$ cat config.mk
export PLATFORM = sky130hd
export DESIGN_NAME = BusResponse
export DESIGN_NICKNAME = d
export VERILOG_FILES = /design/src/hdl/BusPkg.sv /design/src/hdl/MapPkg.sv /design/src/hdl/BusResponse.sv
export SDC_FILE = /design/constraint.sdc
export NUM_CORES = 1
export LEC_CHECK = 0
export ABC_AREA = 1
export BUFFER_PORTS_ARGS = -buffer_cell sky130_fd_sc_hd__buf_4
export CORE_MARGIN = 4
export CORE_UTILIZATION = 31
export DETAILED_ROUTE_END_ITERATION = 12
export GPL_ROUTABILITY_DRIVEN = 0
export MAX_ROUTING_LAYER = met4
export PLACE_DENSITY_LB_ADDON = 0.1
export SLEW_MARGIN = 20
export SYNTH_ARGS = -nofsm -noshare
export SYNTH_HDL_FRONTEND = slang
export SYNTH_SLANG_ARGS = --single-unit
$ cat constraint.sdc
create_clock -name Clk -period 1.1 [get_ports Clk]
set_input_delay 0.055 -clock Clk [delete_from_list [all_inputs] [get_ports Clk]]
set_output_delay 0.055 -clock Clk [all_outputs]
set_load 0.005 [all_outputs]
$ cat src/hdl/BusPkg.sv
package BusPkg;

    // ----------------------------------------------------------------------
    // Bus widths
    // ----------------------------------------------------------------------
    typedef logic [31:0] busAddrT;      // Byte address
    typedef logic [15:0] halfWordT;     // One beat
    typedef logic [3:0]  byteEnT;       // All zero means all four bytes
    typedef logic [1:0]  halfEnT;       // Byte enables within a beat

    // ----------------------------------------------------------------------
    // Access modes
    // ----------------------------------------------------------------------
    typedef logic [1:0]  accessModeT;

    localparam accessModeT ModeHalf  = 2'b01;   // Single half-word
    localparam accessModeT ModeWord  = 2'b10;   // Two beats, 4-byte aligned
    localparam accessModeT ModeBlock = 2'b11;   // Eight beats, 16-byte aligned

    localparam int BlockBeats = 8;

    // Sequencer FSM
    typedef enum logic [2:0] {
        SeqIdle,
        SeqAddrLo,
        SeqRead,
        SeqWrite,
        SeqDone
    } seqStateT;

endpackage

$ cat src/hdl/MapPkg.sv
package MapPkg;

    // One-hot device select
    typedef logic [1:0] devSelT;

    localparam int DevRom = 0;
    localparam int DevRam = 1;

    // ----------------------------------------------------------------------
    // Address regions
    // ----------------------------------------------------------------------
    localparam logic [15:0] RomHiUncached  = 16'hbfc0;   // Matched on bits 31:16
    localparam logic [15:0] RomHiCached    = 16'h9fc0;
    localparam logic [11:0] RamTopUncached = 12'ha00;    // Matched on bits 31:20
    localparam logic [11:0] RamTopCached   = 12'h800;

    // Devices that take writes
    localparam devSelT CapWritable = 2'b10;

    // Block access is allowed on the cached aliases only

    // ----------------------------------------------------------------------
    // Target sizes
    // ----------------------------------------------------------------------
    typedef logic [4:0] romIndexT;      // Half-word index
    typedef logic [7:0] ramIndexT;      // Word index

    localparam int RomDepth = 32;
    localparam int RamDepth = 256;

endpackage

$ cat src/hdl/BusResponse.sv
`timescale 1ns/1ps

module BusResponse (
    input  logic              Clk,
    input  logic              Reset_,
    input  logic              BeatRead,
    input  logic              BeatWrite,
    input  logic              Reject,
    input  MapPkg::devSelT    DevSel,
    input  BusPkg::halfWordT  RomData,
    input  BusPkg::halfWordT  RamData,
    output logic              Ready,
    output logic              Error,
    output BusPkg::halfWordT  InD
);
    import MapPkg::*;

    logic   readQ;      // Read data arrives this cycle
    devSelT selQ;       // Its source

    always_ff @(posedge Clk or negedge Reset_) begin
        if (!Reset_) begin
            readQ <= 1'b0;
            selQ  <= '0;
        end else begin
            readQ <= BeatRead;
            selQ  <= DevSel;
        end
    end

    assign Ready = readQ || BeatWrite || Reject;
    assign Error = Reject;

    always_comb begin
        InD = '0;                                  // Zero outside read beats
        if (readQ && selQ[DevRam])
            InD = RamData;
        else if (readQ && selQ[DevRom])
            InD = RomData;
    end

    // Error comes with a single Ready that ends the transfer
    ErrorOneReady: assert property (@(posedge Clk) disable iff (!Reset_)
        Error |-> Ready ##1 !Ready);

endmodule

# Word-level counts from Yosys, hierarchy flattened
# Index checks and enable logic that the tools add are counted.
[totals]
ff_bits = 3
in_bits = 39
out_inout_bits = 18
word_cells = 8
[classes]
muxes = 2
reduce_logical = 4
[op_table]
columns = ["cell", "n"]
rows = [
  ["$mux 16", 2],
  ["$logic_and 1x1->1", 2],
  ["$logic_or 1x1->1", 2],
]

# Depth between registers and ports, before layout
[logic_depth]
ltp_word = 3
ltp_mapped = 6
depth_no_buf = 4

# Worst setup path before layout
# OpenSTA, ideal clock, no wires.
[synth_path]
kind = "register to output"
start = "reg selQ[1]"
end = "out InD[10]"
arrival_time_ns = 0.827
t_required_ns = 1.045
path_slack_ns = 0.218
path_stages_with_launch = 6
n_path_buf = 2
cell_sequence = "dfrtp_1 buf_6 buf_4 nor2_1 nand2_1 nand2_1"
[synth_via]
elab_chain_cells = 2
[synth_lines]
columns = ["element", "line", "source"]
rows = [
  ["start, declared", "BusResponse.sv:19", "devSelT selQ;"],
  ["start signal, assigned", "BusResponse.sv:27", "selQ <= DevSel;"],
  ["$logic_and 1x1->1", "BusResponse.sv:36", "if (readQ && selQ[DevRam])"],
  ["$mux 16", "BusResponse.sv:36", ""],
  ["end, declared", "BusResponse.sv:14", "output BusPkg::halfWordT InD"],
]
# No other way between the ends.

# Final worst setup path
[layout_path]
start = "reg selQ[1]"
end = "out InD[15]"
# Same word-level chain as after synthesis.

==> metrics.md <==
| Metric | Value |
|---|---|
| Status | `finished with violations` |
| Failing checks | `negative setup slack` |
| Initial core utilization | `33.9%` |
| CP endpoint | `InD[15]` |
| CP Launch Type | `flip-flop` |
| Die area | `2130 um^2` |
| Vias per std cell | `4.10` |
| Multi-input gate area | `300 um^2` |
| VDD IR max | `0.585 mV` |
| FILL cells | `119` |
| Pleak | `0.630 nW` |
| Register bit count reported by yosys | `3` |
| Final WL | `1630 um` |
| Die span in y | `46.2 um` |
| Period utilization | `106%` |
| Hpwl dp | `1210 um` |
| Reg clk slew, reported paths | `40 ps` |
| Mean Syn Cell Area | `4.75 um^2` |
| Fraction of the yosys area taken by sequential cells | `16.6%` |
| Nets | `196` |
| Top cells by area, synth | `nand2_1, dfrtp_1, inv_1, nor2_1, buf_4` |
| Final ANT Viol Nets | `0` |
| Largest stage delay, worst path | `400 ps` |
| Layout cells sized above 1 | `48.1%` |
| Mapped Cells | `95` |
| Inserted Clock Buffers | `3` |
| Worst min-delay path category | `input pin to async pin` |
| CTS tree | `built` |
| Antenna violations before repair | `0` |
| Area share of the largest cell type after synthesis | `41.6%` |
| Routed via count | `701` |
| Post-synthesis net count | `134` |
| Remaining DRCs | `0` |
| WP data arrival | `1110 ps` |
| Ys Warns | `0` |
| Total track usage | `15.0%` |
| Antenna cells | `0` |
| DR pass1 iterations | `3` |
| Min Tclk post-route | `1170 ps` |
| Fmax | `0.855 GHz` |
| RSZ-0062 raised after global routing | `yes` |
| Final worst slack | `-69.2 ps` |
| Slew HR | `89.5%` |
| CP Capture Type | `output pin` |
| P&R area growth vs syn | `118%` |
| Post-synthesis cell area | `452 um^2` |
| Final setup fails | `16` |
| Crit path cell chain | `nand2_2 > inv_6 > nand2_1 > nand2_1 > buf_4` |
| First DRT Iteration DRCs | `5` |
| GR Overflow Total | `0` |
| Post-synth cell types | `9` |
| Clock root buffer | `clkbuf_4` |
| Fin. Hold Viols | `0` |
| CP most frequent cell | `nand2_1` |
| Sequential cell area | `75.1 um^2` |
| Fin. max-slew vios | `0` |
| Top Ports | `57` |
| First-pass GRT wire length | `2300 um` |
| Vias in the first global route | `582` |
| Setup tns final | `-805 ps` |
| Synth area leader | `nand2_1` |
| Critical path startpoint | `selQ[1]` |
| CTS H-tree lvls | `1` |
| CP Data Required Time | `1040 ps` |
| Core region area | `1330 um^2` |
| # clock sinks | `3` |
| Critical setup path kind | `flip-flop to output pin` |
| Final core occ | `73.8%` |
| # rows | `13` |
| Max_cap viols | `0` |
| Worst-Margin Slew | `158 ps` |
| Largest net degree at the start of global routing | `17` |
| Slowest CP cell | `dfrtp_1` |
| Drt wl/cell | `9.51 um` |
| PD cells | `619 nW/um^2` |
| IO Port Bufs | `56` |
| Die Wd | `46.2 um` |
| Worst-case clock buffer depth | `2` |
| CP max FO | `16` |
-- cells in the final DEF, fill, tap and decap left out --
cell type,Yosys,layout
nand2_2,1,2
inv_1,17,17
nor2_1,17,7
clkbuf_4,0,3
nor2_4,0,3
dfrtp_1,3,3
buf_4,3,56
dlygate4sd3_1,0,4
nor2_2,0,7
clkbuf_1,0,1
inv_6,0,2
nand2_1,50,49
buf_6,2,2
-- metal layers --
layer	wire [um]	GRT usage, %	up-vias
li1	-	-	383
met1	603	15.9	288
met2	867	27.2	30
met3	155	2.34	0
met4	0	5.68	0
met5	0	-	-
-- stage by stage --
step | instance area [um^2] | hold WS [ps] | instances | setup WS, ps | total power (W)
global placement | 861 | -156 | 163 | 166 | 0.000376
CTS | 950 | 129 | 171 | -63.7 | 0.000608
detailed placement | 861 | -155 | 163 | 158 | 0.000379
global route | 985 | 143 | 171 | -139 | 0.000663
floorplan | 452 | -241 | 95 | 218 | 0.000219
finish | 985 | 139 | 171 | -69.2 | 0.000609
-- sequential cells by signal, indices dropped and copies added (netlist names) --
| signal | count |
|---|---|
| readQ | 1 |
| selQ | 2 |
-- cell type report --
cell class | count | share of cell area (%)
clock buffers | 4 | 2.67
flip-flops and latches | 3 | 7.62
multi-input cells | 68 | 30.5
inverters | 19 | 8.26
repair buffers | 62 | 49.0
well taps | 15 | 1.91
-- report_power, final --
group	internal (W)	leakage [nW]	switching [W]
Sequential	0.000117	0.0350	0.00000516
Clock	0.000136	0.0150	0.0000603
Combinational	0.000179	0.580	0.000112
Total	0.000432	0.630	0.000178
-- kinds of logic after synthesis --
| kind of cell | Yosys count | share of synthesized area (%) |
|---|---|---|
| simple gates | 68 | 57.1 |
| flops | 3 | 16.6 |
| buf+inv | 24 | 26.3 |
-- Yosys cell counts, drive strengths merged --
cell    n
inv    19
nand2  51
nor2   17
buf     5
dfrtp   3
-- how the worst min path moves through the flow --
stage / start / end / slack (ps)
after floorplan: Reset_ / readQ / -240
after global placement: Reset_ / selQ[1] / -160
after detailed placement: Reset_ / selQ[0] / -160
after CTS: Reset_ / selQ[1] / 130
after global routing: Reset_ / selQ[0] / 140
final: Reset_ / readQ / 140
-- worst max-delay path: cells and delay by family (launching register included) --
| family | cells | cell delay, ps |
|---|---|---|
| DFF | 1 | 400 |
| and+or+nand+nor | 3 | 250 |
| buffers and inverters | 2 | 230 |
-- what timing repair did --
action	4_1_cts	5_1_grt
setup buffers	0	0
gates resized for setup	8	11
pin swaps	16	0
hold endpoints to repair	6	0
hold buffers	4	0
endpoints found under the setup margin	16	16
(Power assumes the default switching activity.)
