<file path="src/hdl/BusPkg.sv">
package BusPkg;

    // ----------------------------------------------------------------------
    // Bus widths
    // ----------------------------------------------------------------------
    typedef logic [31:0] busAddrT;      // Byte address
    typedef logic [15:0] halfWordT;     // One beat
    typedef logic [3:0]  byteEnT;       // All zero means all four bytes
    typedef logic [1:0]  halfEnT;       // Byte enables within a beat

    // ----------------------------------------------------------------------
    // Access modes
    // ----------------------------------------------------------------------
    typedef logic [1:0]  accessModeT;

    localparam accessModeT ModeHalf  = 2'b01;   // Single half-word
    localparam accessModeT ModeWord  = 2'b10;   // Two beats, 4-byte aligned
    localparam accessModeT ModeBlock = 2'b11;   // Eight beats, 16-byte aligned

    localparam int BlockBeats = 8;

    // Sequencer FSM
    typedef enum logic [2:0] {
        SeqIdle,
        SeqAddrLo,
        SeqRead,
        SeqWrite,
        SeqDone
    } seqStateT;

endpackage

</file>
<file path="src/hdl/MapPkg.sv">
package MapPkg;

    // One-hot device select
    typedef logic [1:0] devSelT;

    localparam int DevRom = 0;
    localparam int DevRam = 1;

    // ----------------------------------------------------------------------
    // Address regions
    // ----------------------------------------------------------------------
    localparam logic [15:0] RomHiUncached  = 16'hbfc0;   // Matched on bits 31:16
    localparam logic [15:0] RomHiCached    = 16'h9fc0;
    localparam logic [11:0] RamTopUncached = 12'ha00;    // Matched on bits 31:20
    localparam logic [11:0] RamTopCached   = 12'h800;

    // Devices that take writes
    localparam devSelT CapWritable = 2'b10;

    // Block access is allowed on the cached aliases only

    // ----------------------------------------------------------------------
    // Target sizes
    // ----------------------------------------------------------------------
    typedef logic [4:0] romIndexT;      // Half-word index
    typedef logic [7:0] ramIndexT;      // Word index

    localparam int RomDepth = 32;
    localparam int RamDepth = 256;

endpackage

</file>
<file path="src/hdl/BootRom16.sv">
`timescale 1ns/1ps

module BootRom16 (
    input  logic              Clk,
    input  logic              Read,
    input  MapPkg::romIndexT  Index,
    output BusPkg::halfWordT  RdData
);
    import BusPkg::*;
    import MapPkg::*;

    // Boot code, upper half of each instruction first
    localparam halfWordT BootTable [RomDepth] = '{
        16'h3c08, 16'ha000, 16'h3508, 16'h0100, 16'h3c09, 16'hbfc0, 16'h3529, 16'h0040,
        16'h8d2a, 16'h0000, 16'had0a, 16'h0000, 16'h2529, 16'h0004, 16'h2508, 16'h0004,
        16'h1520, 16'hfffb, 16'h0000, 16'h0000, 16'h3c1d, 16'ha000, 16'h37bd, 16'h03f0,
        16'h0c00, 16'h0040, 16'h0000, 16'h0000, 16'h1000, 16'hffff, 16'h0000, 16'h0000
    };

    always_ff @(posedge Clk) begin
        if (Read)
            RdData <= BootTable[Index];
    end

endmodule

</file>
<file path="config.mk">
export PLATFORM = sky130hd
export DESIGN_NAME = BootRom16
export DESIGN_NICKNAME = d
export VERILOG_FILES = /design/src/hdl/BusPkg.sv /design/src/hdl/MapPkg.sv /design/src/hdl/BootRom16.sv
export SDC_FILE = /design/constraint.sdc
export NUM_CORES = 1
export LEC_CHECK = 0
export BUFFER_PORTS_ARGS = -buffer_cell sky130_fd_sc_hd__clkbuf_2
export CORE_ASPECT_RATIO = 0.9
export CORE_MARGIN = 8
export CORE_UTILIZATION = 46
export DETAILED_ROUTE_END_ITERATION = 8
export PLACE_DENSITY_LB_ADDON = 0.25
export RECOVER_POWER = 50
export SYNTH_ARGS = -nofsm -noshare
export SYNTH_HDL_FRONTEND = slang
export SYNTH_SLANG_ARGS = --single-unit
</file>
<file path="constraint.sdc">
create_clock -name Clk -period 1.55 [get_ports Clk]
set_input_delay 0.155 -clock Clk [delete_from_list [all_inputs] [get_ports Clk]]
set_output_delay 0.155 -clock Clk [all_outputs]
set_load 0.1 [all_outputs]
</file>
## Word-level counts from Yosys, hierarchy flattened

Memories as Yosys holds them, arrays and structs flattened. A register that Yosys moved wholly into a read port is not among the register bits.
Index checks and enable logic that the tools add are counted.

- Memories kept: 1
- Register bits: 0
- Output and inout bits: 16
- ROM bits: 512

Memories:

| memory | words | bits a word | rd ports | clocked after Yosys merged registers in | write ports | RTL line | RTL |
|---|---|---|---|---|---|---|---|
| (name not given) | 32 | 16 | 1 | 1 | 0 | BootRom16.sv:22 | `RdData <= BootTable[Index];` |

- Bitwise gates (word level): 1

Operators by type and width:

| cell | number |
|---|---|
| $not A5 Y6 | 1 |

## Depth between registers and ports, before layout

- Depth in word-level cells: 1
- Depth in mapped cells: 7
- Depth with buffers taken out: 6

## Least setup slack after synthesis

Ideal clock, no wire load.

- Kind: reg-to-output
- Start: register RdData[9]
- End: output port RdData[9]
- Arrival: 1.347 ns
- Slack: 0.048 ns
- Stages on the path, launching flop included: 2
- Cell sequence: edfxtp_1 -> buf_4

RTL lines:

| element | RTL line | RTL |
|---|---|---|
| from (decl) | BootRom16.sv:7 | `output BusPkg::halfWordT RdData` |

No word-level cell between the ends.

==> metrics.cfg <==
[outcome]
outcome=finished clean

[clocking]
cts_root_buffer=clkbuf_4
cts_sinks=15
post-cts-setup-buffers=0
htreeDepth=1
cts.repair.resized=0
cts_inserted_buffers=3
cts_tree=built
cts_max_path_buffers=2
hold_buffers=0
path_clk_slew_ps=80

[min_path]
min_path_cells=3
min_from=Index[4]
hold_path_class=primary input to register

[logic_synthesis]
synth_fp_nets=124
synth_cells=109
yosysSeqAreaShare_pct=41.9
netlist_area_sq_um=1070
syn_avg_cell_area_sq_um=9.86
ys.warnings.count=0
synth_seq_cells=15
ys_types=32

[worst_setup_path]
worstSetupPathType=register to output pin
cp-start-kind=register
path_delay_family=buffers and inverters
path_buf_inv=1
end_kind=output pin
cp_max_fo=2
cp.depth=1
worstPathCellList=clkbuf_2
crit_path_max_incr_delay_ps=450
crit_arrival_ps=1080
critPathSlowestCell=clkbuf_2
worstSetupStartpoint=RdData[9]$_DFFE_PP_
worstPathRequired_ps=1390

[floorplanning]
core_region_area_sq_um=2200
die_h_um=61.9
dieArea_sq_um=4140
die_w_um=67.0
initial_core_util_pct=48.8
io_pins=23
num_rows=16

[global_route]
grt_start_max_net_pins=19
grt_use_total_pct=12.3
grt-ovfl-total=0
grt_pass1_vias=864
grt_pass1_wl_um=3890
antenna_found_initial=0

[power_and_ir_drop]
power_leakage_nw=0.529
p_per_area_nw_per_um2=987
fin_total_pwr_w=0.00123
ir_worst_vdd_mv=0.519

[detailed_routing]
ant_nets=0
drt_pass1_iterations=4
vias=893
viasPerCell=5.45
wl_um=2370
wire_per_inst_um=14.4
drt_iter0_drc=18
drcViolationCount=0

[finish]
nFillCells=215
antenna_cells=0
regMostFlops=RdData
synthToLayoutAreaGrowth_pct=16.3
final_cell_count_no_fill=164
drive_gt1_share_pct=27.0
nets=153
top_regs=RdData: 15 flops
largest_register_ffs=15

[placement]
dp_hpwl_um=1760
portBuffers=22
dp.cells=160
gp_congestion=0.851

[timing]
finalHoldViolations=0
setup_violations=0
tns_ps=0
holdWs_ps=360
rsz0062_at_grt=no
tightest_slew_ps=761
period_share_pct=79.9
period_needed_ps=1240
drv_slew=0
relSlewSlack_pct=49.3
max_freq_mhz=807

[flow_run]
maxCapViolations=0

## worst min-delay path: cells and delay by family
| kind | cells | cell delay [ps] |
|---|---|---|
| AO/OA/AOI/OAI | 2 | 190 |
| buffers and inverters | 1 | 130 |
## layout by cell type (no fill, tap or decap)
| cell type | synthesis | layout |
|---|---|---|
| a21oi_2 | 2 | 2 |
| clkbuf_1 | 0 | 5 |
| nand2_1 | 13 | 14 |
| o21ai_1 | 5 | 4 |
| o21a_1 | 3 | 3 |
| inv_1 | 3 | 3 |
| o21ai_2 | 1 | 1 |
| a21boi_0 | 1 | 1 |
| nand2b_1 | 2 | 2 |
| clkbuf_2 | 0 | 20 |
| nor2_1 | 11 | 11 |
| a22o_1 | 1 | 1 |
| nand3_1 | 1 | 1 |
| xor2_1 | 1 | 1 |
| a221oi_1 | 1 | 1 |
| ha_1 | 8 | 8 |
| a21oi_1 | 5 | 5 |
| clkbuf_4 | 0 | 3 |
| and2_1 | 3 | 3 |
| o22ai_1 | 1 | 1 |
| buf_4 | 3 | 8 |
| buf_12 | 0 | 1 |
| nor2b_1 | 3 | 3 |
| a22oi_2 | 1 | 1 |
| nand3b_1 | 1 | 1 |
| edfxtp_1 | 15 | 15 |
| o21ai_0 | 6 | 7 |
| mux2_2 | 1 | 1 |
| o211ai_1 | 1 | 1 |
| a22oi_1 | 2 | 2 |
| mux2i_1 | 4 | 4 |
| or3_1 | 1 | 1 |
| o31ai_1 | 2 | 2 |
## routing by layer
layer / vias up / track usage [%] / routed length [um]
li1: 443 / - / -
met1: 417 / 14.1 / 1050
met2: 26 / 20.7 / 1110
met3: 7 / 1.79 / 132
met4: 0 / 8.93 / 79
met5: - / 0 / 0
## power by group
group / total (W) / internal (W) / switching (W)
clock network: 0.000217 / 0.000100 / 0.000117
registers: 0.000501 / 0.000491 / 0.00000920
logic: 0.000516 / 0.000102 / 0.000415
## kinds of logic after synthesis
| family | synth area share (%) |
|---|---|
| and+or+nand+nor | 15.4 |
| xor gates and xnor gates | 0.815 |
| muxes | 4.77 |
| buffers and inverters | 8.26 |
| adders and majority gates | 9.31 |
| DFF | 41.9 |
| AOI/OAI and AO/OA | 19.6 |
## synth_stat cells
cell type  instances  share of area (%)
nand3b_1           1               0.70
ha_1               8                9.3
a21boi_0           1               0.70
a21oi_2            2                1.6
o21a_1             3                2.1
buf_4              3                2.1
a22o_1             1               0.82
xor2_1             1               0.82
a221oi_1           1               0.82
nor2_1            11                3.8
nand3_1            1               0.47
o22ai_1            1               0.58
o21ai_1            5                2.3
buf_6              4                4.2
inv_1              3                1.0
mux2_2             1                1.0
a22oi_2            1                1.2
o21ai_0            6                2.8
o211ai_1           1               0.70
o21ai_2            1               0.82
nand2_2            1               0.58
buf_2              2               0.93
and2_1             3                1.7
nand2b_1           2                1.2
edfxtp_1          15                 42
nor2b_1            3                1.7
a21oi_1            5                2.3
nand2_1           13                4.5
o31ai_1            2                1.4
or3_1              1               0.58
mux2i_1            4                3.7
a22oi_1            2                1.4
## final timing paths
kind / endpoint / slack, ps
min: RdData[3]$_DFFE_PP_ / 360
max: RdData[7] / 310
## through the flow
step | worst slack [ps] | cell area [sq um] | util, %
after floorplan | 48.2 | 1070 | -
after detailed placement | 81.5 | 1240 | 56.1
after global placement | 94.9 | 1240 | 56.1
after global routing | 215 | 1250 | 56.8
after CTS | 302 | 1260 | 57.3
final | 311 | 1250 | 56.8
## cell type report
| class | instances | area, sq um | area share [%] |
|---|---|---|---|
| multi-input cells | 82 | 533 | 42.6 |
| flip-flops and latches | 15 | 450 | 36.0 |
| repair buffers | 33 | 195 | 15.6 |
| well taps | 27 | 33.8 | 2.70 |
| clock buffers | 4 | 26.3 | 2.10 |
| inverters | 3 | 11.3 | 0.901 |
(Power assumes the default switching activity.)
