==> config.mk <==
export PLATFORM = sky130hd
export DESIGN_NAME = BusSequencer
export DESIGN_NICKNAME = d
export VERILOG_FILES = /design/src/hdl/BusPkg.sv /design/src/hdl/BusSequencer.sv
export SDC_FILE = /design/constraint.sdc
export NUM_CORES = 1
export LEC_CHECK = 0
export BUFFER_PORTS_ARGS = -buffer_cell sky130_fd_sc_hd__clkbuf_2
export CAP_MARGIN = 10
export CORE_UTILIZATION = 55
export CTS_BUF_LIST = sky130_fd_sc_hd__clkbuf_4 sky130_fd_sc_hd__clkbuf_8 sky130_fd_sc_hd__clkbuf_16
export DETAILED_ROUTE_END_ITERATION = 8
export GPL_ROUTABILITY_DRIVEN = 0
export GPL_TIMING_DRIVEN = 1
export PLACE_DENSITY_LB_ADDON = 0.25
export SLEW_MARGIN = 20
export SYNTH_ARGS = -nofsm -noshare
export SYNTH_HDL_FRONTEND = slang
export SYNTH_SLANG_ARGS = --single-unit
==> constraint.sdc <==
create_clock -name Clk -period 3.6 [get_ports Clk]
set_input_delay 0.54 -clock Clk [delete_from_list [all_inputs] [get_ports Clk]]
set_output_delay 0.54 -clock Clk [all_outputs]
set_load 0.005 [all_outputs]
==> src/hdl/BusPkg.sv <==
package BusPkg;

    // ----------------------------------------------------------------------
    // Bus widths
    // ----------------------------------------------------------------------
    typedef logic [31:0] busAddrT;      // Byte address
    typedef logic [15:0] halfWordT;     // One beat
    typedef logic [3:0]  byteEnT;       // All zero means all four bytes
    typedef logic [1:0]  halfEnT;       // Byte enables within a beat

    // ----------------------------------------------------------------------
    // Access modes
    // ----------------------------------------------------------------------
    typedef logic [1:0]  accessModeT;

    localparam accessModeT ModeHalf  = 2'b01;   // Single half-word
    localparam accessModeT ModeWord  = 2'b10;   // Two beats, 4-byte aligned
    localparam accessModeT ModeBlock = 2'b11;   // Eight beats, 16-byte aligned

    localparam int BlockBeats = 8;

    // Sequencer FSM
    typedef enum logic [2:0] {
        SeqIdle,
        SeqAddrLo,
        SeqRead,
        SeqWrite,
        SeqDone
    } seqStateT;

endpackage

==> src/hdl/BusSequencer.sv <==
`timescale 1ns/1ps

module BusSequencer (
    input  logic               Clk,
    input  logic               Reset_,
    input  logic               Strobe,
    input  logic               Write,
    input  logic               Block,
    input  BusPkg::byteEnT     ByteEnable,
    input  BusPkg::halfWordT   OutDA,
    input  logic               Accept,
    output BusPkg::busAddrT    Address,
    output BusPkg::accessModeT Mode,
    output logic               BeatRead,
    output logic               BeatWrite,
    output BusPkg::halfEnT     HalfEn,
    output logic               Reject
);
    import BusPkg::*;

    localparam int CntW = $clog2(BlockBeats);

    seqStateT         state;
    seqStateT         nextState;
    busAddrT          addrQ;
    busAddrT          addrLo;
    accessModeT       modeQ;
    accessModeT       modeNew;
    byteEnT           be32;
    logic             isUpper;
    logic             isLower;
    logic [CntW-1:0]  beatCnt;
    logic [CntW-1:0]  lastCnt;
    logic             rejectQ;

    // ----------------------------------------------------------------------
    // Mode and address from the master
    // ----------------------------------------------------------------------
    assign be32    = (ByteEnable == 4'b0000) ? 4'b1111 : ByteEnable;
    assign isUpper = (be32[1:0] == 2'b00);     // Only offset 0 and 1
    assign isLower = (be32[3:2] == 2'b00);
    assign modeNew = Block ? ModeBlock
                   : (isUpper || isLower) ? ModeHalf
                   : ModeWord;

    always_comb begin
        addrLo = {addrQ[31:16], OutDA};
        if (modeNew == ModeBlock)
            addrLo[3:0] = 4'h0;
        else if (modeNew == ModeWord)
            addrLo[1:0] = 2'b00;
        else
            addrLo[1:0] = {isLower, 1'b0};     // Lower half sits at offset 2
    end

    // Decode sees the full address already in the low-half cycle
    assign Address = (state == SeqAddrLo) ? addrLo : addrQ;
    assign Mode    = (state == SeqAddrLo) ? modeNew : modeQ;
    assign HalfEn  = (Mode == ModeBlock) ? 2'b11
                   : Address[1] ? be32[1:0]
                   : be32[3:2];

    always_comb begin
        case (Mode)
            ModeHalf: lastCnt = '0;
            ModeWord: lastCnt = CntW'(1);
            default:  lastCnt = CntW'(BlockBeats - 1);
        endcase
    end

    // ----------------------------------------------------------------------
    // FSM
    // ----------------------------------------------------------------------
    always_comb begin
        nextState = state;
        case (state)
            SeqIdle:
                if (Strobe)
                    nextState = SeqAddrLo;
            SeqAddrLo:
                if (!Accept)
                    nextState = SeqDone;
                else if (Write)
                    nextState = SeqWrite;
                else
                    nextState = SeqRead;
            SeqRead, SeqWrite:
                if (beatCnt == lastCnt)
                    nextState = SeqDone;
            SeqDone:
                if (!Strobe)
                    nextState = SeqIdle;   // Master has closed the transfer
            default:
                nextState = SeqIdle;
        endcase
    end

    always_ff @(posedge Clk or negedge Reset_) begin
        if (!Reset_) begin
            state   <= SeqIdle;
            addrQ   <= '0;
            modeQ   <= ModeHalf;
            beatCnt <= '0;
            rejectQ <= 1'b0;
        end else begin
            state   <= nextState;
            rejectQ <= (state == SeqAddrLo) && !Accept;
            case (state)
                SeqIdle:
                    if (Strobe)
                        addrQ[31:16] <= OutDA;
                SeqAddrLo: begin
                    addrQ   <= addrLo;
                    modeQ   <= modeNew;
                    beatCnt <= '0;
                end
                SeqRead, SeqWrite: begin
                    addrQ   <= addrQ + 32'd2;      // Next half-word
                    beatCnt <= beatCnt + 1'b1;
                end
                default: ;
            endcase
        end
    end

    assign BeatRead  = (state == SeqRead);
    assign BeatWrite = (state == SeqWrite);
    assign Reject    = rejectQ;

    // A rejected transfer issues no beat at all
    RejectNoBeat: assert property (@(posedge Clk) disable iff (!Reset_)
        Reject |-> !(BeatRead || BeatWrite));
    ReadWriteExcl: assert property (@(posedge Clk) disable iff (!Reset_)
        !(BeatRead && BeatWrite));

endmodule

### Yosys cells after proc, flatten, opt, wreduce, memory -nomap -nowiden

Cells that the tools add are included.
W data, S select, Z words.

| operators by class | value |
|---|---|
| reductions and logical operators | 12 |
| multiplexer cells | 21 |
| equal/unequal tests | 13 |
| add/sub/neg operators | 2 |

Operator list:

| kind | count |
|---|---|
| $pmux W16 S2 | 2 |
| $add A32 B2 Y32 const B | 1 |
| $mux W16 | 2 |
| $mux W2 | 8 |
| $mux W3 | 4 |
| $pmux W3 S2 | 2 |
| $pmux W3 S4 | 1 |
| $eq A2 B2 Y1 const B | 4 |
| $eq A3 B2 Y1 const B | 2 |
| $ne A2 B2 Y1 const B | 3 |
| $logic_not A2 Y1 | 2 |
| $logic_not A4 Y1 | 1 |
| $mux W4 | 1 |
| $reduce_bool A2 Y1 | 2 |
| $add A3 B1 Y3 const B | 1 |
| $eq A3 B1 Y1 const B | 1 |
| $eq A3 B3 Y1 | 1 |
| $eq A3 B3 Y1 const B | 1 |
| $logic_not A3 Y1 | 1 |
| $reduce_and A3 Y1 | 1 |
| $eq A2 B1 Y1 const B | 1 |
| $reduce_and A2 Y1 | 1 |
| $reduce_or A2 Y1 | 1 |
| $logic_and A1 B1 Y1 | 1 |
| 3 further kinds | 3 |

| word-level totals | value |
|---|---|
| output and inout bits | 39 |
| bits in registers | 41 |
| logic and storage cells | 54 |
| input bits | 26 |

### Depth between registers and ports, before layout

| logic depth | value |
|---|---|
| depth after elaboration | 12 |
| gate-level depth with buffers | 10 |
| mapped depth without buffers | 9 |

### Worst setup path after synthesis

No wires, ideal clock.

| path | value |
|---|---|
| path type | register to register |
| start | register state[1] |
| end | register state[0] |
| path buffers | 1 |
| stages on the path, launching flop included | 11 |
| setup time | 0.120 ns |
| required time | 3.480 ns |
| setup slack | 0.978 ns |
| clock period less this slack | 2.622 ns |
| arrival | 2.501 ns |
| cells stage by stage | dfrtp_1 or3b_2 clkbuf_1 nor2_1 a21oi_1 ha_1 or3_1 a21oi_1 nor2_1 o21ai_0 nand2_1 |

| on the way | value |
|---|---|
| longest elaborated chain between the ends | 7 |
| elaborated cells between the ends (all ways) | 16 |
| those cells by class | eq/ne: 10; mux: 3; reduce/logical: 3 |

RTL lines:

| element | RTL line | text |
|---|---|---|
| from (decl) | BusSequencer.sv:23 | `seqStateT state;` |
| from (signal assigned) | BusSequencer.sv:100 | `state <= SeqIdle;` |
| from (signal assigned) | BusSequencer.sv:106 | `state <= nextState;` |
| $eq A3 B1 Y1 (*) | BusSequencer.sv:58 | `assign Mode = (state == SeqAddrLo) ? modeNew : modeQ;` |
| $mux W2 (*) | BusSequencer.sv:58 |  |
| via Mode[0] | BusSequencer.sv:13 | `output BusPkg::accessModeT Mode,` |
| $eq A2 B2 Y1 / $eq A2 B1 Y1 (equally long branches) | BusSequencer.sv:64 | `case (Mode)` |
| $pmux W3 S2 (*) | BusSequencer.sv:64 |  |
| $eq A3 B3 Y1 (*) | BusSequencer.sv:88 | `if (beatCnt == lastCnt)` |
| $ne A2 B2 Y1 (no source line) (*) | -- |  |
| $reduce_and A3 Y1 (no source line) (*) | -- |  |

The timed path passes the listed nets; every way through them passes the cells marked *.
A chain may end at the register's enable or synchronous reset.

### Worst setup path after layout

| path | value |
|---|---|
| start | register state[1] |
| end | output HalfEn[0] |

| on the way | value |
|---|---|
| longest elaborated chain between the ends | 4 |
| elaborated cells between the ends (all ways) | 6 |
| those cells by class | eq/ne: 2; mux: 4 |

RTL lines:

| element | RTL line | text |
|---|---|---|
| $eq A3 B1 Y1 (*) | BusSequencer.sv:57, BusSequencer.sv:58 |  |
| $mux W2 / $mux W16 (equally long branches) | BusSequencer.sv:58, BusSequencer.sv:57 |  |
| $eq A2 B2 Y1 / $mux W2 (equally long branches) | BusSequencer.sv:59, BusSequencer.sv:60 |  |
| $mux W2 (*) | BusSequencer.sv:59 | `assign HalfEn = (Mode == ModeBlock) ? 2'b11` |
| to (decl) | BusSequencer.sv:16 | `output BusPkg::halfEnT HalfEn,` |

Every way passes the cells marked *; elsewhere a longest branch is shown, timed or not.

==> metrics.md <==
| Metric | Value |
|---|---|
| Status | `finished clean` |
| Crit path max-delay cell type | `or3b_2` |
| Syn. warnings | `0` |
| Filler instances | `480` |
| Final WS setup | `0.772 ns` |
| Internal Power | `1.62 mW` |
| Crit path from | `state[1]` |
| Avg WL per Cell | `15.4 um` |
| Worst-margin pin slew | `0.947 ns` |
| Crit Path Category | `flip-flop to primary output` |
| DP Worst Slack | `0.825 ns` |
| Core ar. | `5170 sq um` |
| Final hold violation count | `0` |
| Postcts setup bufs | `0` |
| Antenna violations before repair | `0` |
| Metal3 WL | `364 um` |
| Synth top area share | `32.7%` |
| Pwr per Cell Area | `918 nW/um^2` |
| Max incr delay on CP | `0.68 ns` |
| Worst Hold Class | `input port to async pin` |
| DRT antenna net count | `0` |
| Root Buffer | `clkbuf_8` |
| Std-Cell Rows | `26` |
| CP Buf/Inv Count | `1` |
| R2R Setup Slk | `0.80 ns` |
| Total GRT Usage | `28.7%` |
| Post-Synthesis Cells | `399` |
| Hold Buf Count CTS | `0` |
| Clock skew | `0.00854 ns` |
| Vias | `2946` |
| DRC viols | `0` |
| Top_reg_cell synth | `dfrtp_1` |
| Pins Over Slew Limit | `0` |
| Met2 WL post-DR | `3.69 mm` |
| Largest cells by area after synthesis | `dfrtp_1, nand2_1, a21oi_1` |
| Routed vias/inst | `5.86` |
| Final setup TNS | `0 ns` |
| Vias in the first global route | `2624` |
| Drt pass-1 iters | `5` |
| Flops & latches, synth | `40` |
| Switching power | `1.43 mW` |
| Final WL | `7.73 mm` |
| Final Critical Period | `2.83 ns` |
| Die W | `75.7 um` |
| Antenna fix cells | `0` |
| Async SR Flop Fraction | `100%` |
| Worst r2r src | `state[1]` |
| Clk_lat worst skew | `0.30 ns` |
| Clock share of power | `13.6%` |
| Startpoint Class | `flip-flop` |
| Number of port buffers | `63` |
| Top-level I/O count | `65` |
| Logic pwr share | `54.0%` |
| Synth cell count leaders | `nand2_1, nor2_1, dfrtp_1, a21oi_1, nand3_1` |
| Critical path capture point type | `primary output` |
| First-pass GRT wire length | `12.3 mm` |
| Max-Cap Viols | `0` |
| Clk buf depth | `2` |
| Most used cell, CP | `a21oi_1` |
| TritonCTS clock tree | `yes` |
| Synth cell types | `54` |
| HPWL Detailed | `5.40 mm` |
| Number of synthesized flops with an enable pin | `0` |
| Layout Nets | `462` |
| Congestion Overflow GR | `0` |
| Layout cells sized above 1 | `21.0%` |
| Post-synth net total | `429` |
| CTS Buf Count | `5` |
| Seq/Total Area, Yosys | `33.6%` |
| CTS H-tree lvls | `2` |
| Worst r2r path cells | `9` |
| Crit-path max FO | `21` |
| Slew headroom | `36.9%` |
| Area of the die | `5730 sq um` |
| Starting Density | `57.7%` |
| Finish-stage setup viols | `0` |
| Pin count of the biggest net entering global routing | `41` |
| Worst-path cell chain | `or3b_2 -> nor2_1 -> a21oi_1 -> ha_1 -> a21oi_1 -> nand3_1 -> clkbuf_2` |
| Reg-to-reg endpoint | `state[0]` |
| Average cell area after synthesis | `7.48 sq um` |
| DIE HEIGHT | `75.7 um` |
| Worst ir drop on vdd | `0.439 mV` |
| Switching Fraction | `46.9%` |
| Area grow syn2layout | `11.6%` |
| DR top layer | `met4` |
| Clock Sinks | `40` |
| Fin crit share | `78.5%` |
| Cell family with most CP delay | `simple AND/OR/NAND/NOR gates` |
| CTS clk-pin slew, worst paths | `0.09 ns` |
| Starting DRT DRC Count | `213` |
| Top-count cell post-synth | `nand2_1` |
| Lkg Pwr | `1.58 nW` |
| M1 WL | `3.61 mm` |
| Worst Path Required | `3.06 ns` |
| Gates resized, CTS repair | `0` |
| Sequential power share | `32.4%` |
| Cell Area, Synth | `2990 sq um` |
| RSZ-0062 raised after global routing | `false` |
| Synth area leader | `dfrtp_1` |
| Arrival time at the worst endpoint | `2.29 ns` |
| Peak Freq | `0.354 GHz` |
## worst max-delay path by stage
stage / depth (start not counted) / to
3_3_place_gp: 9 / state[0]
6_report: 7 / HalfEn[0]
5_1_grt: 7 / HalfEn[0]
2_1_floorplan: 10 / state[0]
4_1_cts: 7 / HalfEn[0]
3_5_place_dp: 9 / state[0]
## power groups by stage
stage	Clock, mW	Sequential [mW]	Combinational [mW]
2_1_floorplan	0	0.871	1.34
5_1_grt	0.437	1.04	1.87
3_3_place_gp	0	0.981	1.60
4_1_cts	0.424	0.983	1.65
6_report	0.417	0.989	1.65
3_5_place_dp	0	0.992	1.64
## final cells by class
cell class	count	area (sq um)	share of cell area, %
multi-input cells	307	1710	51.4
flip-flops and latches	40	1000	30.1
repair buffers	71	375	11.3
clock buffers	7	96.3	2.89
well taps	70	87.6	2.63
clock inverters	1	30.0	0.902
inverters	7	26.3	0.789
## cells by family after synthesis
group	Yosys count	share of synthesized area [%]
AND/OR/NAND/NOR	192	31.1
XOR/XNOR	3	0.880
flip-flops	40	33.6
adder cells (fa/ha/maj)	4	1.68
other	1	0.126
multiplexers	9	3.02
AO/OA/AOI/OAI	98	20.5
buffers and inverters	52	9.05
## layer usage
layer | track usage, % | vias to the layer above
met5 | 0 | -
met4 | 7.41 | 0
met3 | 5.42 | 10
met2 | 46.6 | 96
met1 | 39.4 | 1378
li1 | - | 1462
## sequential cells by signal (all words and copies together), names as in the netlist
signal	cells
beatCnt	3
modeQ	2
Reject	1
state	3
addrQ	31
## layout by cell type, fill, tap and decap left out, types with 4 or more instances in the layout
cell / netlist / routed
a21oi_1: 34 / 34
a22oi_1: 4 / 4
a31oi_1: 6 / 6
and3_1: 4 / 4
buf_4: 18 / 8
clkbuf_2: 2 / 62
clkbuf_8: 0 / 7
dfrtp_1: 39 / 39
ha_1: 4 / 4
inv_1: 7 / 7
mux2i_1: 9 / 9
nand2_1: 77 / 77
nand2b_1: 4 / 4
nand3_1: 25 / 25
nand4_1: 6 / 6
nor2_1: 43 / 43
nor3_1: 8 / 8
o21ai_0: 18 / 18
o22ai_1: 13 / 13
o31ai_1: 4 / 4
or3_1: 4 / 4
## metrics by stage
| step | instance area (sq um) | total power, mW | instances | hold slack [ns] | utilization, % |
|---|---|---|---|---|---|
| 3_5_place_dp | 3200 | 2.63 | 495 | 0.539 | 61.9 |
| 5_1_grt | 3330 | 3.35 | 503 | 0.406 | 64.4 |
| 4_1_cts | 3330 | 3.06 | 503 | 0.409 | 64.4 |
| 2_1_floorplan | 2990 | 2.21 | 399 | 0.244 | - |
| 3_3_place_gp | 3200 | 2.58 | 495 | 0.527 | 61.9 |
| 6_report | 3330 | 3.06 | 503 | 0.382 | 64.4 |
Note: power is estimated with default switching activity, not from simulation.
