`src/hdl/BusPkg.sv`:
```
package BusPkg;

    // ----------------------------------------------------------------------
    // Bus widths
    // ----------------------------------------------------------------------
    typedef logic [31:0] busAddrT;      // Byte address
    typedef logic [15:0] halfWordT;     // One beat
    typedef logic [3:0]  byteEnT;       // All zero means all four bytes
    typedef logic [1:0]  halfEnT;       // Byte enables within a beat

    // ----------------------------------------------------------------------
    // Access modes
    // ----------------------------------------------------------------------
    typedef logic [1:0]  accessModeT;

    localparam accessModeT ModeHalf  = 2'b01;   // Single half-word
    localparam accessModeT ModeWord  = 2'b10;   // Two beats, 4-byte aligned
    localparam accessModeT ModeBlock = 2'b11;   // Eight beats, 16-byte aligned

    localparam int BlockBeats = 8;

    // Sequencer FSM
    typedef enum logic [2:0] {
        SeqIdle,
        SeqAddrLo,
        SeqRead,
        SeqWrite,
        SeqDone
    } seqStateT;

endpackage

```
`src/hdl/MapPkg.sv`:
```
package MapPkg;

    // One-hot device select
    typedef logic [1:0] devSelT;

    localparam int DevRom = 0;
    localparam int DevRam = 1;

    // ----------------------------------------------------------------------
    // Address regions
    // ----------------------------------------------------------------------
    localparam logic [15:0] RomHiUncached  = 16'hbfc0;   // Matched on bits 31:16
    localparam logic [15:0] RomHiCached    = 16'h9fc0;
    localparam logic [11:0] RamTopUncached = 12'ha00;    // Matched on bits 31:20
    localparam logic [11:0] RamTopCached   = 12'h800;

    // Devices that take writes
    localparam devSelT CapWritable = 2'b10;

    // Block access is allowed on the cached aliases only

    // ----------------------------------------------------------------------
    // Target sizes
    // ----------------------------------------------------------------------
    typedef logic [4:0] romIndexT;      // Half-word index
    typedef logic [7:0] ramIndexT;      // Word index

    localparam int RomDepth = 32;
    localparam int RamDepth = 256;

endpackage

```
`src/hdl/BusAddrDecode.sv`:
```
`timescale 1ns/1ps

module BusAddrDecode (
    input  BusPkg::busAddrT    Address,
    input  BusPkg::accessModeT Mode,
    input  logic               Write,
    output MapPkg::devSelT     DevSel,
    output logic               Accept
);
    import BusPkg::*;
    import MapPkg::*;

    logic [15:0] addrHi;
    logic [11:0] addrTop;
    logic        cached;
    logic        writable;

    assign addrHi  = Address[31:16];
    assign addrTop = Address[31:20];

    // Both aliases of a target select the same device
    assign DevSel[DevRom] = (addrHi == RomHiUncached) || (addrHi == RomHiCached);
    assign DevSel[DevRam] = (addrTop == RamTopUncached) || (addrTop == RamTopCached);

    assign cached   = (addrHi == RomHiCached) || (addrTop == RamTopCached);
    assign writable = |(DevSel & CapWritable);

    // Hit, then direction, then block only on a cached alias
    assign Accept = (|DevSel)
                 && (!Write || writable)
                 && ((Mode != ModeBlock) || cached);

    // Regions must never overlap
    always_comb begin
        assert ($onehot0(DevSel))
            else $error("BusAddrDecode: address %h hits more than one device", Address);
    end

endmodule

```
`config.mk`:
```
export PLATFORM = sky130hd
export DESIGN_NAME = BusAddrDecode
export DESIGN_NICKNAME = d
export VERILOG_FILES = /design/src/hdl/BusPkg.sv /design/src/hdl/MapPkg.sv /design/src/hdl/BusAddrDecode.sv
export SDC_FILE = /design/constraint.sdc
export NUM_CORES = 1
export LEC_CHECK = 0
export BUFFER_PORTS_ARGS = -buffer_cell sky130_fd_sc_hd__buf_2
export CAP_MARGIN = 20
export CORE_AREA = 2 2 39 41
export DETAILED_ROUTE_END_ITERATION = 6
export DIE_AREA = 0 0 41 43
export SLEW_MARGIN = 10
export SYNTH_ARGS = -nofsm -noshare
export SYNTH_HDL_FRONTEND = slang
export SYNTH_SLANG_ARGS = --single-unit
```
`constraint.sdc`:
```
create_clock -name vclk -period 0.8
set_input_delay 0.08 -clock vclk [all_inputs]
set_output_delay 0.08 -clock vclk [all_outputs]
set_load 0.05 [all_outputs]
```
=== Yosys cells after proc, flatten, opt, wreduce, memory -nomap -nowiden ===
Cells that the tools add are included.

* Output and inout bits: 3
* Input port bits: 35
* Bits in registers: 0
* Logic and storage cells: 14

* Reduce and logical (&&, ||, !) cells: 9
* Equal/unequal tests: 5

{| class="wikitable"
|+ Operators by type and width
! cell !! count
|-
| equality test 16 bit (second input constant) || 2
|-
| equality test 12 bit (second input constant) || 2
|-
| logical OR 1 bit || 5
|-
| logical AND 1 bit || 2
|-
| != test 2 bit (second input constant) || 1
|-
| OR reduction 2 bit || 1
|-
| zero test 1 bit || 1
|}

=== Depth between registers and ports, before layout ===
Gate-level depths: netlist of run 1.

* Depth in word-level cells: 5
* Depth in mapped cells: 4
* Gate-level depth less buffers: 3

=== Least setup slack after synthesis of run 1 ===
Ideal clock, no wire load.

* Path type: input to output
* Start: in Address[21]
* End: out DevSel[0]
* Cell stages on the path: 3
* Arrival time: 1563 ps
* Data required time: 720 ps
* Buffers on the path: 0
* Setup slack: -843 ps
* Path through: nor4b_2 > nand3_1 > nor3_1

* Cells in the longest elaborated chain, start to end: 2
* Elaborated cells on any way between the ends: 3
* Those cells by class: 2 x eq/ne; 1 x reduce/logical

{| class="wikitable"
|+ RTL lines
! item !! line !! text
|-
| start, declared || BusAddrDecode.sv:4 || <nowiki>input BusPkg::busAddrT Address,</nowiki>
|-
| equality test 16 bit || BusAddrDecode.sv:22 || <nowiki>assign DevSel[DevRom] = (addrHi == RomHiUncached) || (addrHi == RomHiCached);</nowiki>
|-
| logical OR 1 bit (*) || BusAddrDecode.sv:22 ||
|-
| end, declared || BusAddrDecode.sv:7 || <nowiki>output MapPkg::devSelT DevSel,</nowiki>
|}

Mark *: on every way between the ends. The rest lies on a longest branch, timed or not.

=== Final worst setup path of run 1 ===
* Start: in Address[21]
* End: out Accept

* Cells in the longest elaborated chain, start to end: 5
* Elaborated cells on any way between the ends: 12
* Those cells by class: 4 x eq/ne; 8 x reduce/logical

{| class="wikitable"
|+ RTL lines
! item !! line !! text
|-
| equality test 16 bit, or another cell as far along || BusAddrDecode.sv:22 ||
|-
| logical OR 1 bit (on tied branches) || BusAddrDecode.sv:22, BusAddrDecode.sv:23 ||
|-
| OR reduction 2 bit / logical OR 1 bit (equally long branches) || BusAddrDecode.sv:29, BusAddrDecode.sv:30 ||
|-
| logical AND 1 bit || BusAddrDecode.sv:30 || <nowiki>&& (!Write || writable)</nowiki>
|-
| logical AND 1 bit (*) || BusAddrDecode.sv:31 || <nowiki>&& ((Mode != ModeBlock) || cached);</nowiki>
|-
| end, declared || BusAddrDecode.sv:8 || <nowiki>output logic Accept</nowiki>
|}

Marks and branches as above.

==> results of run 1 <==
[placed cells by master, fill, tap and decap left out]
cell type	instances
inv_2	1
buf_4	3
nor4b_2	1
nor4b_4	1
nor4_4	1
nor2_1	1
buf_6	4
a32oi_4	1
buf_8	1
nand4b_1	2
nor3_1	1
buf_2	17
nand4bb_1	1
nand3_4	1
nor3_4	1
nand3_2	1
[repair_timing]
| item | 4_1_cts | 5_1_grt |
|---|---|---|
| gates resized for setup | 16 | 0 |
| pin swaps | 1 | 2 |
| buffers inserted | 1 | 0 |
| hold buffers | 0 | 0 |
| setup endpoints to repair | 3 | 3 |
[final cells by class]
cell class,count,area share
Tap cell,16,0.0556
Inverter,1,0.0104
Multi-Input combinational cell,12,0.469
Timing Repair Buffer,25,0.465
[report_power, final]
| part | switching, mW | total [mW] | internal [mW] |
|---|---|---|---|
| registers | 0 | 0 | 0 |
| clock network | 0 | 0 | 0 |
| logic | 0.0475 | 0.106 | 0.0583 |
| total | 0.0475 | 0.106 | 0.0583 |
[synthesized netlist by cell type]
library cell / count
a32oi_1: 1
buf_4: 1
inv_1: 1
nand3_1: 2
nand4b_1: 2
nand4bb_1: 1
nor2_1: 1
nor3_1: 2
nor4_1: 1
nor4b_1: 1
nor4b_2: 1
[per-stage QoR]
step | utilization | setup TNS (ps) | hold slack [ps] | instance area [µm²] | total power, mW
after floorplan | - | -545 | 340 | 141 | 0.0166
after global placement | 0.202 | -1080 | 547 | 279 | 0.0805
after detailed placement | 0.202 | -1200 | 557 | 279 | 0.0837
after CTS | 0.260 | -858 | 504 | 360 | 0.107
after global routing | 0.260 | -1090 | 511 | 360 | 0.115
final | 0.260 | -890 | 505 | 360 | 0.106
[cell families (layout without fill, tap and decap cells)]
logic type	after synthesis	in the layout	synth area share
AND/OR/NAND/NOR	11	11	0.805
buffers and inverters	2	26	0.110
AO/OA/AOI/OAI	1	1	0.0854
[per-layer routing]
layer,GRT usage,wire (µm),up-vias
li1,-,-,107
met1,0.0444,169,97
met2,0.178,367,16
met3,0,91,0
met4,0,0,0
met5,0,0,-
[worst paths after layout]
path	slack, ps	from	cells after the start	to
worst max-delay path	-390	Address[21]	5	Accept
worst min-delay path	510	Address[29]	3	Accept
==> metrics.md, run 1 <==
| Metric | Value |
|---|---|
| Initial antenna violation count | `0` |
| Multi-input logic area | `~170 µm²` |
| # placed instances | `53` |
| Mean Syn Cell Area | `roughly 7.3 µm²` |
| 1st-pass router iterations | `2` |
| Clock buffer cells | `0` |
| Core Area | `1380 µm²` |
| Routability cong. | `~0.46` |
| Period utilisation layout | `1.48` |
| Largest delay share family, worst path | `simple AND/OR/NAND/NOR gates` |
| Final non-filler cell total | `54` |
| Synthesized area | `103 µm²` |
| DP Wirelength | `517 µm` |
| WP data required | `slightly above 700 ps` |
| Top cell type by total area after synthesis | `nand4b_1` |
| Port Buffers | `22` |
| CP max-delay cell | `nor4b_4` |
| F_max | `approximately 840 MHz` |
| Post-Syn Instances | `14` |
| Sequential area share after synthesis | `0` |
| Hold Fails Final Rpt | `0` |
| CP endpoint kind | `primary output` |
| Worst Setup Path Type | `input pin to primary output` |
| Grt total ovfl | `0` |
| Worst ir drop on vdd | `0.0641 mV` |
| Worst-path fanout max | `3` |
| Largest net degree at the start of global routing | `4` |
| Die width | `41 µm` |
| Ranking of synthesized cells by area | `nand4b_1 17%, nor4b_2 15%, nand4bb_1 11%` |
| RSZ-0062 raised after global routing | `true` |
| Synth Net Count | `49` |
| Slew Viols, Final | `0` |
| Synth-to-layout area growth | `251%` |
| Pre-CTS WS | `-497 ps` |
| Die Y | `around 43 µm` |
| Seq. cell area | `0 µm²` |
| IO Count | `38` |
| Post-layout min period | `1190 ps` |
| Final Setup Violations | `3` |
| Max stage delay on crit path | `roughly 320 ps` |
| Synth top area share | `0.171` |
| Worst Path Arrival | `1110 ps` |
| Drt initial violations | `2` |
| CP startpoint kind | `input pin` |
| DR vias | `220` |
| Post-synthesis cell type count | `11` |
| CP dominant cell by count | `buf_6` |
| Starting Density | `0.0741` |
| # nets final | `75` |
| Routed length per instance | `11.6 µm` |
| Crit-path cells | `buf_6 -> nor4b_4 -> nand4bb_1 -> a32oi_4 -> buf_6` |
| Failing checks | `setup timing` |
| DRC viols | `0` |
| Routed Antenna Nets | `0` |
| Final WS setup | `-387 ps` |
| Site row count | `14` |
| Worst-margin pin slew | `~270 ps` |
| Outcome | `complete, but fails checks` |
| GRT Overall Usage | `0.0710` |
| Vias in the first global route | `207` |
| Slew margin rel. | `0.817` |
| Hold Crit Class | `input pin to primary output` |
| Final WL | `between 600 and 700 µm` |
| Global-route wire length before repair | `841 µm` |
| Antenna fix cells | `0` |
| Layout cell share with drive strength beyond 1 | `0.868` |
| Leakage | `~0.16 nW` |
| PwrDens | `294 nW/µm²` |
| Via density | `4.07` |
| Sequential cells | `0` |
| YS warnings | `0` |
| Fillcell total | `between 150 and 200` |
| WP buf/inv | `2` |
| DIE AREA | `1760 µm²` |
| MaxCap Viol Count | `0` |
No activity file was read; power rests on OpenSTA's default activity.
==> inputs of run 2 (changes only) <==
--- a/config.mk
+++ b/config.mk
@@ -5,8 +5,8 @@
 export SDC_FILE = /design/constraint.sdc
 export NUM_CORES = 1
 export LEC_CHECK = 0
+export ABC_AREA = 1
 export BUFFER_PORTS_ARGS = -buffer_cell sky130_fd_sc_hd__buf_2
-export CAP_MARGIN = 20
 export CORE_AREA = 2 2 39 41
 export DETAILED_ROUTE_END_ITERATION = 6
 export DIE_AREA = 0 0 41 43
==> run 2 against run 1 <==
Against the previous run: the run still ends with setup timing left; worst hold slack improved by 31 ps; via count increased by 19%; first-iteration DRC count decreased by 100%; largest power group unchanged; largest cell class is now buffers; maximum frequency increased by 26%; wire length decreased by 16%; die area unchanged; critical path depth increased by 3.
==> metrics.md, run 2 <==
| Metric | Value |
|---|---|
| Sequential cells | `0 (unchanged)` |
| YS warnings | `0 (unchanged)` |
| Routed length per instance | `7.53 µm (-35%)` |
| Post-layout min period | `945 ps (-243 ps)` |
| Drt initial violations | `0 (-2)` |
| DR vias | `262 (+19%)` |
| Period utilisation layout | `1.18 (-0.303)` |
| Global-route wire length before repair | `779 µm (-7.4%)` |
| Synthesized area | `134 µm² (+30%)` |
| Routability cong. | `0.549 (+20%)` |
| IO Count | `38 (unchanged)` |
| Multi-input logic area | `215 µm² (+27%)` |
| Clock buffer cells | `0 (unchanged)` |
| Pre-CTS WS | `-307 ps (+190 ps)` |
| Worst-path fanout max | `2 (-1)` |
| Final WS setup | `-145 ps (+243 ps)` |
| Worst ir drop on vdd | `0.111 mV (+73%)` |
| Synth Net Count | `64 (+31%)` |
| Site row count | `14 (unchanged)` |
| Slew margin rel. | `0.866 (+0.0489)` |
| Commonest cells after routing, fill and taps aside | `11 x buf_6, 10 x buf_2, 7 x nor2_4` |
| Sequential area share after synthesis | `0 (unchanged)` |
| GRT Overall Usage | `0.0589 (-0.0121)` |
| Top cell type by total area after synthesis | `inv_1` |
| Mean Syn Cell Area | `4.62 µm² (-37%)` |
| Slew Viols, Final | `0 (unchanged)` |
| Outcome | `complete, but fails checks` |
| Port Buffers | `22 (unchanged)` |
| RSZ-0062 raised after global routing | `true` |
| Starting Density | `0.0967 (+0.0226)` |
| # nets final | `91 (+21%)` |
| Final non-filler cell total | `70 (+30%)` |
| Die width | `41 µm (unchanged)` |
| Failing checks | `setup timing` |
| Post-Syn Instances | `29 (+15)` |
| Global routing usage on met2 | `0.134 (-0.0438)` |
| Via density | `3.74 (-8.1%)` |
| F_max | `1060 MHz (+26%)` |
| PwrDens | `337 nW/µm² (+15%)` |
| CP startpoint kind | `input pin` |
| Grt total ovfl | `0 (unchanged)` |
| Synth-to-layout area growth | `266%` |
| DP Area | `317 µm² (+13%)` |
| Initial antenna violation count | `0 (unchanged)` |
| DIE AREA | `1760 µm² (unchanged)` |
| CP endpoint kind | `primary output` |
| MaxCap Viol Count | `0 (unchanged)` |
| Seq. cell area | `0 µm² (unchanged)` |
| Met1 usage | `0.0506 (+0.00619)` |
| DP Wirelength | `421 µm (-19%)` |
| Die Y | `43 µm (unchanged)` |
| Fillcell total | `154 (-3.1%)` |
| Final core utilization | `0.354 (+0.0940)` |
| Design area | `490 µm² (+36%)` |
| Top post-synthesis cells by count | `7 x inv_1, 7 x nor2_1, 5 x nand2_1` |
| Worst Path Arrival | `860 ps (-250 ps)` |
| Ranking of synthesized cells by area | `inv_1 20%, nor2_1 20%, nand2_1 14%` |
| Setup TNS | `-289 ps (+601 ps)` |
| Commonest non-fill, non-tap cell in the layout | `buf_6` |
| Final Setup Violations | `3 (unchanged)` |
| Met3 Resource Use GR | `0 (unchanged)` |
| Antenna fix cells | `0 (unchanged)` |
| Power after layout | `0.165 mW (+56%)` |
| Synth top area share | `0.196 (+0.0255)` |
| 1st-pass router iterations | `1 (-1)` |
| Worst-margin pin slew | `199 ps (-73.6 ps)` |
| GRT Max-Usage Layer | `met2` |
| Post-synthesis cell type count | `10 (-1)` |
| Hold Crit Class | `input pin to primary output` |
| Core Area | `1380 µm² (unchanged)` |
| # placed instances | `69 (+30%)` |
| Final WL | `527 µm (-16%)` |
| DRC viols | `0 (unchanged)` |
| Routed Antenna Nets | `0 (unchanged)` |
| Hold Slack | `537 ps (+31.3 ps)` |
| Largest net degree at the start of global routing | `3 (-1)` |
| Vias in the first global route | `230 (+11%)` |
| Worst Setup Path Type | `input pin to primary output` |
| Leakage | `0.225 nW (+41%)` |
| Layout cell share with drive strength beyond 1 | `0.889 (+0.0205)` |
| Hold Fails Final Rpt | `0 (unchanged)` |
| CTS Hold Bufs | `0 (unchanged)` |
| WP data required | `720 ps (about the same)` |
run 2: cell count changes after synthesis, moves of 2 or more:
cell	previous run	this run
nor2_1	1	7
nor3_1	2	0
inv_1	1	7
nor2_2	0	2
nand2_1	0	5
nand4b_1	2	0
run 2: worst max-delay path, stage by stage:
cell	delay, ps
buf_6	70
inv_4	30
nor2_4	100
nand2_2	90
nor2_4	90
nand3_2	100
a21oi_4	150
buf_6	160
run 2: metal layers:
metal,vias to the layer above,share of wire
li1,139,-
met1,113,0.32
met2,10,0.60
met3,0,0.070
met4,0,0
met5,-,0
run 2: final cells by class:
class / count / area share
tap: 16 / 0.0408
inverter: 7 / 0.0587
multi-input combinational: 21 / 0.439
timing repair buffer: 26 / 0.462
run 2: cell families (layout without fill, tap and decap cells):
logic type             after synthesis  in the layout  share of synthesized area
AOI/OAI and AO/OA                    1              1                     0.0654
buffers and inverters                8             33                      0.252
and+or+nand+nor                     20             20                      0.682
run 2: worst paths after layout:
check,startpoint,to,slack (ps),depth (start not counted)
setup / recovery,Address[31],Accept,-140,8
hold / removal,Address[18],DevSel[0],540,5
run 2: where the power goes:
part           switching (mW)  leakage, nW  total [mW]  internal [mW]
Combinational          0.0696        0.225       0.165         0.0955
Sequential                  0            0           0              0
Clock                       0            0           0              0
run 2: repair_timing:
| action | in CTS | in global routing |
|---|---|---|
| pin swaps | 12 | 13 |
| setup buffers | 1 | 0 |
| setup endpoints to repair | 3 | 3 |
| gates resized for setup | 19 | 22 |
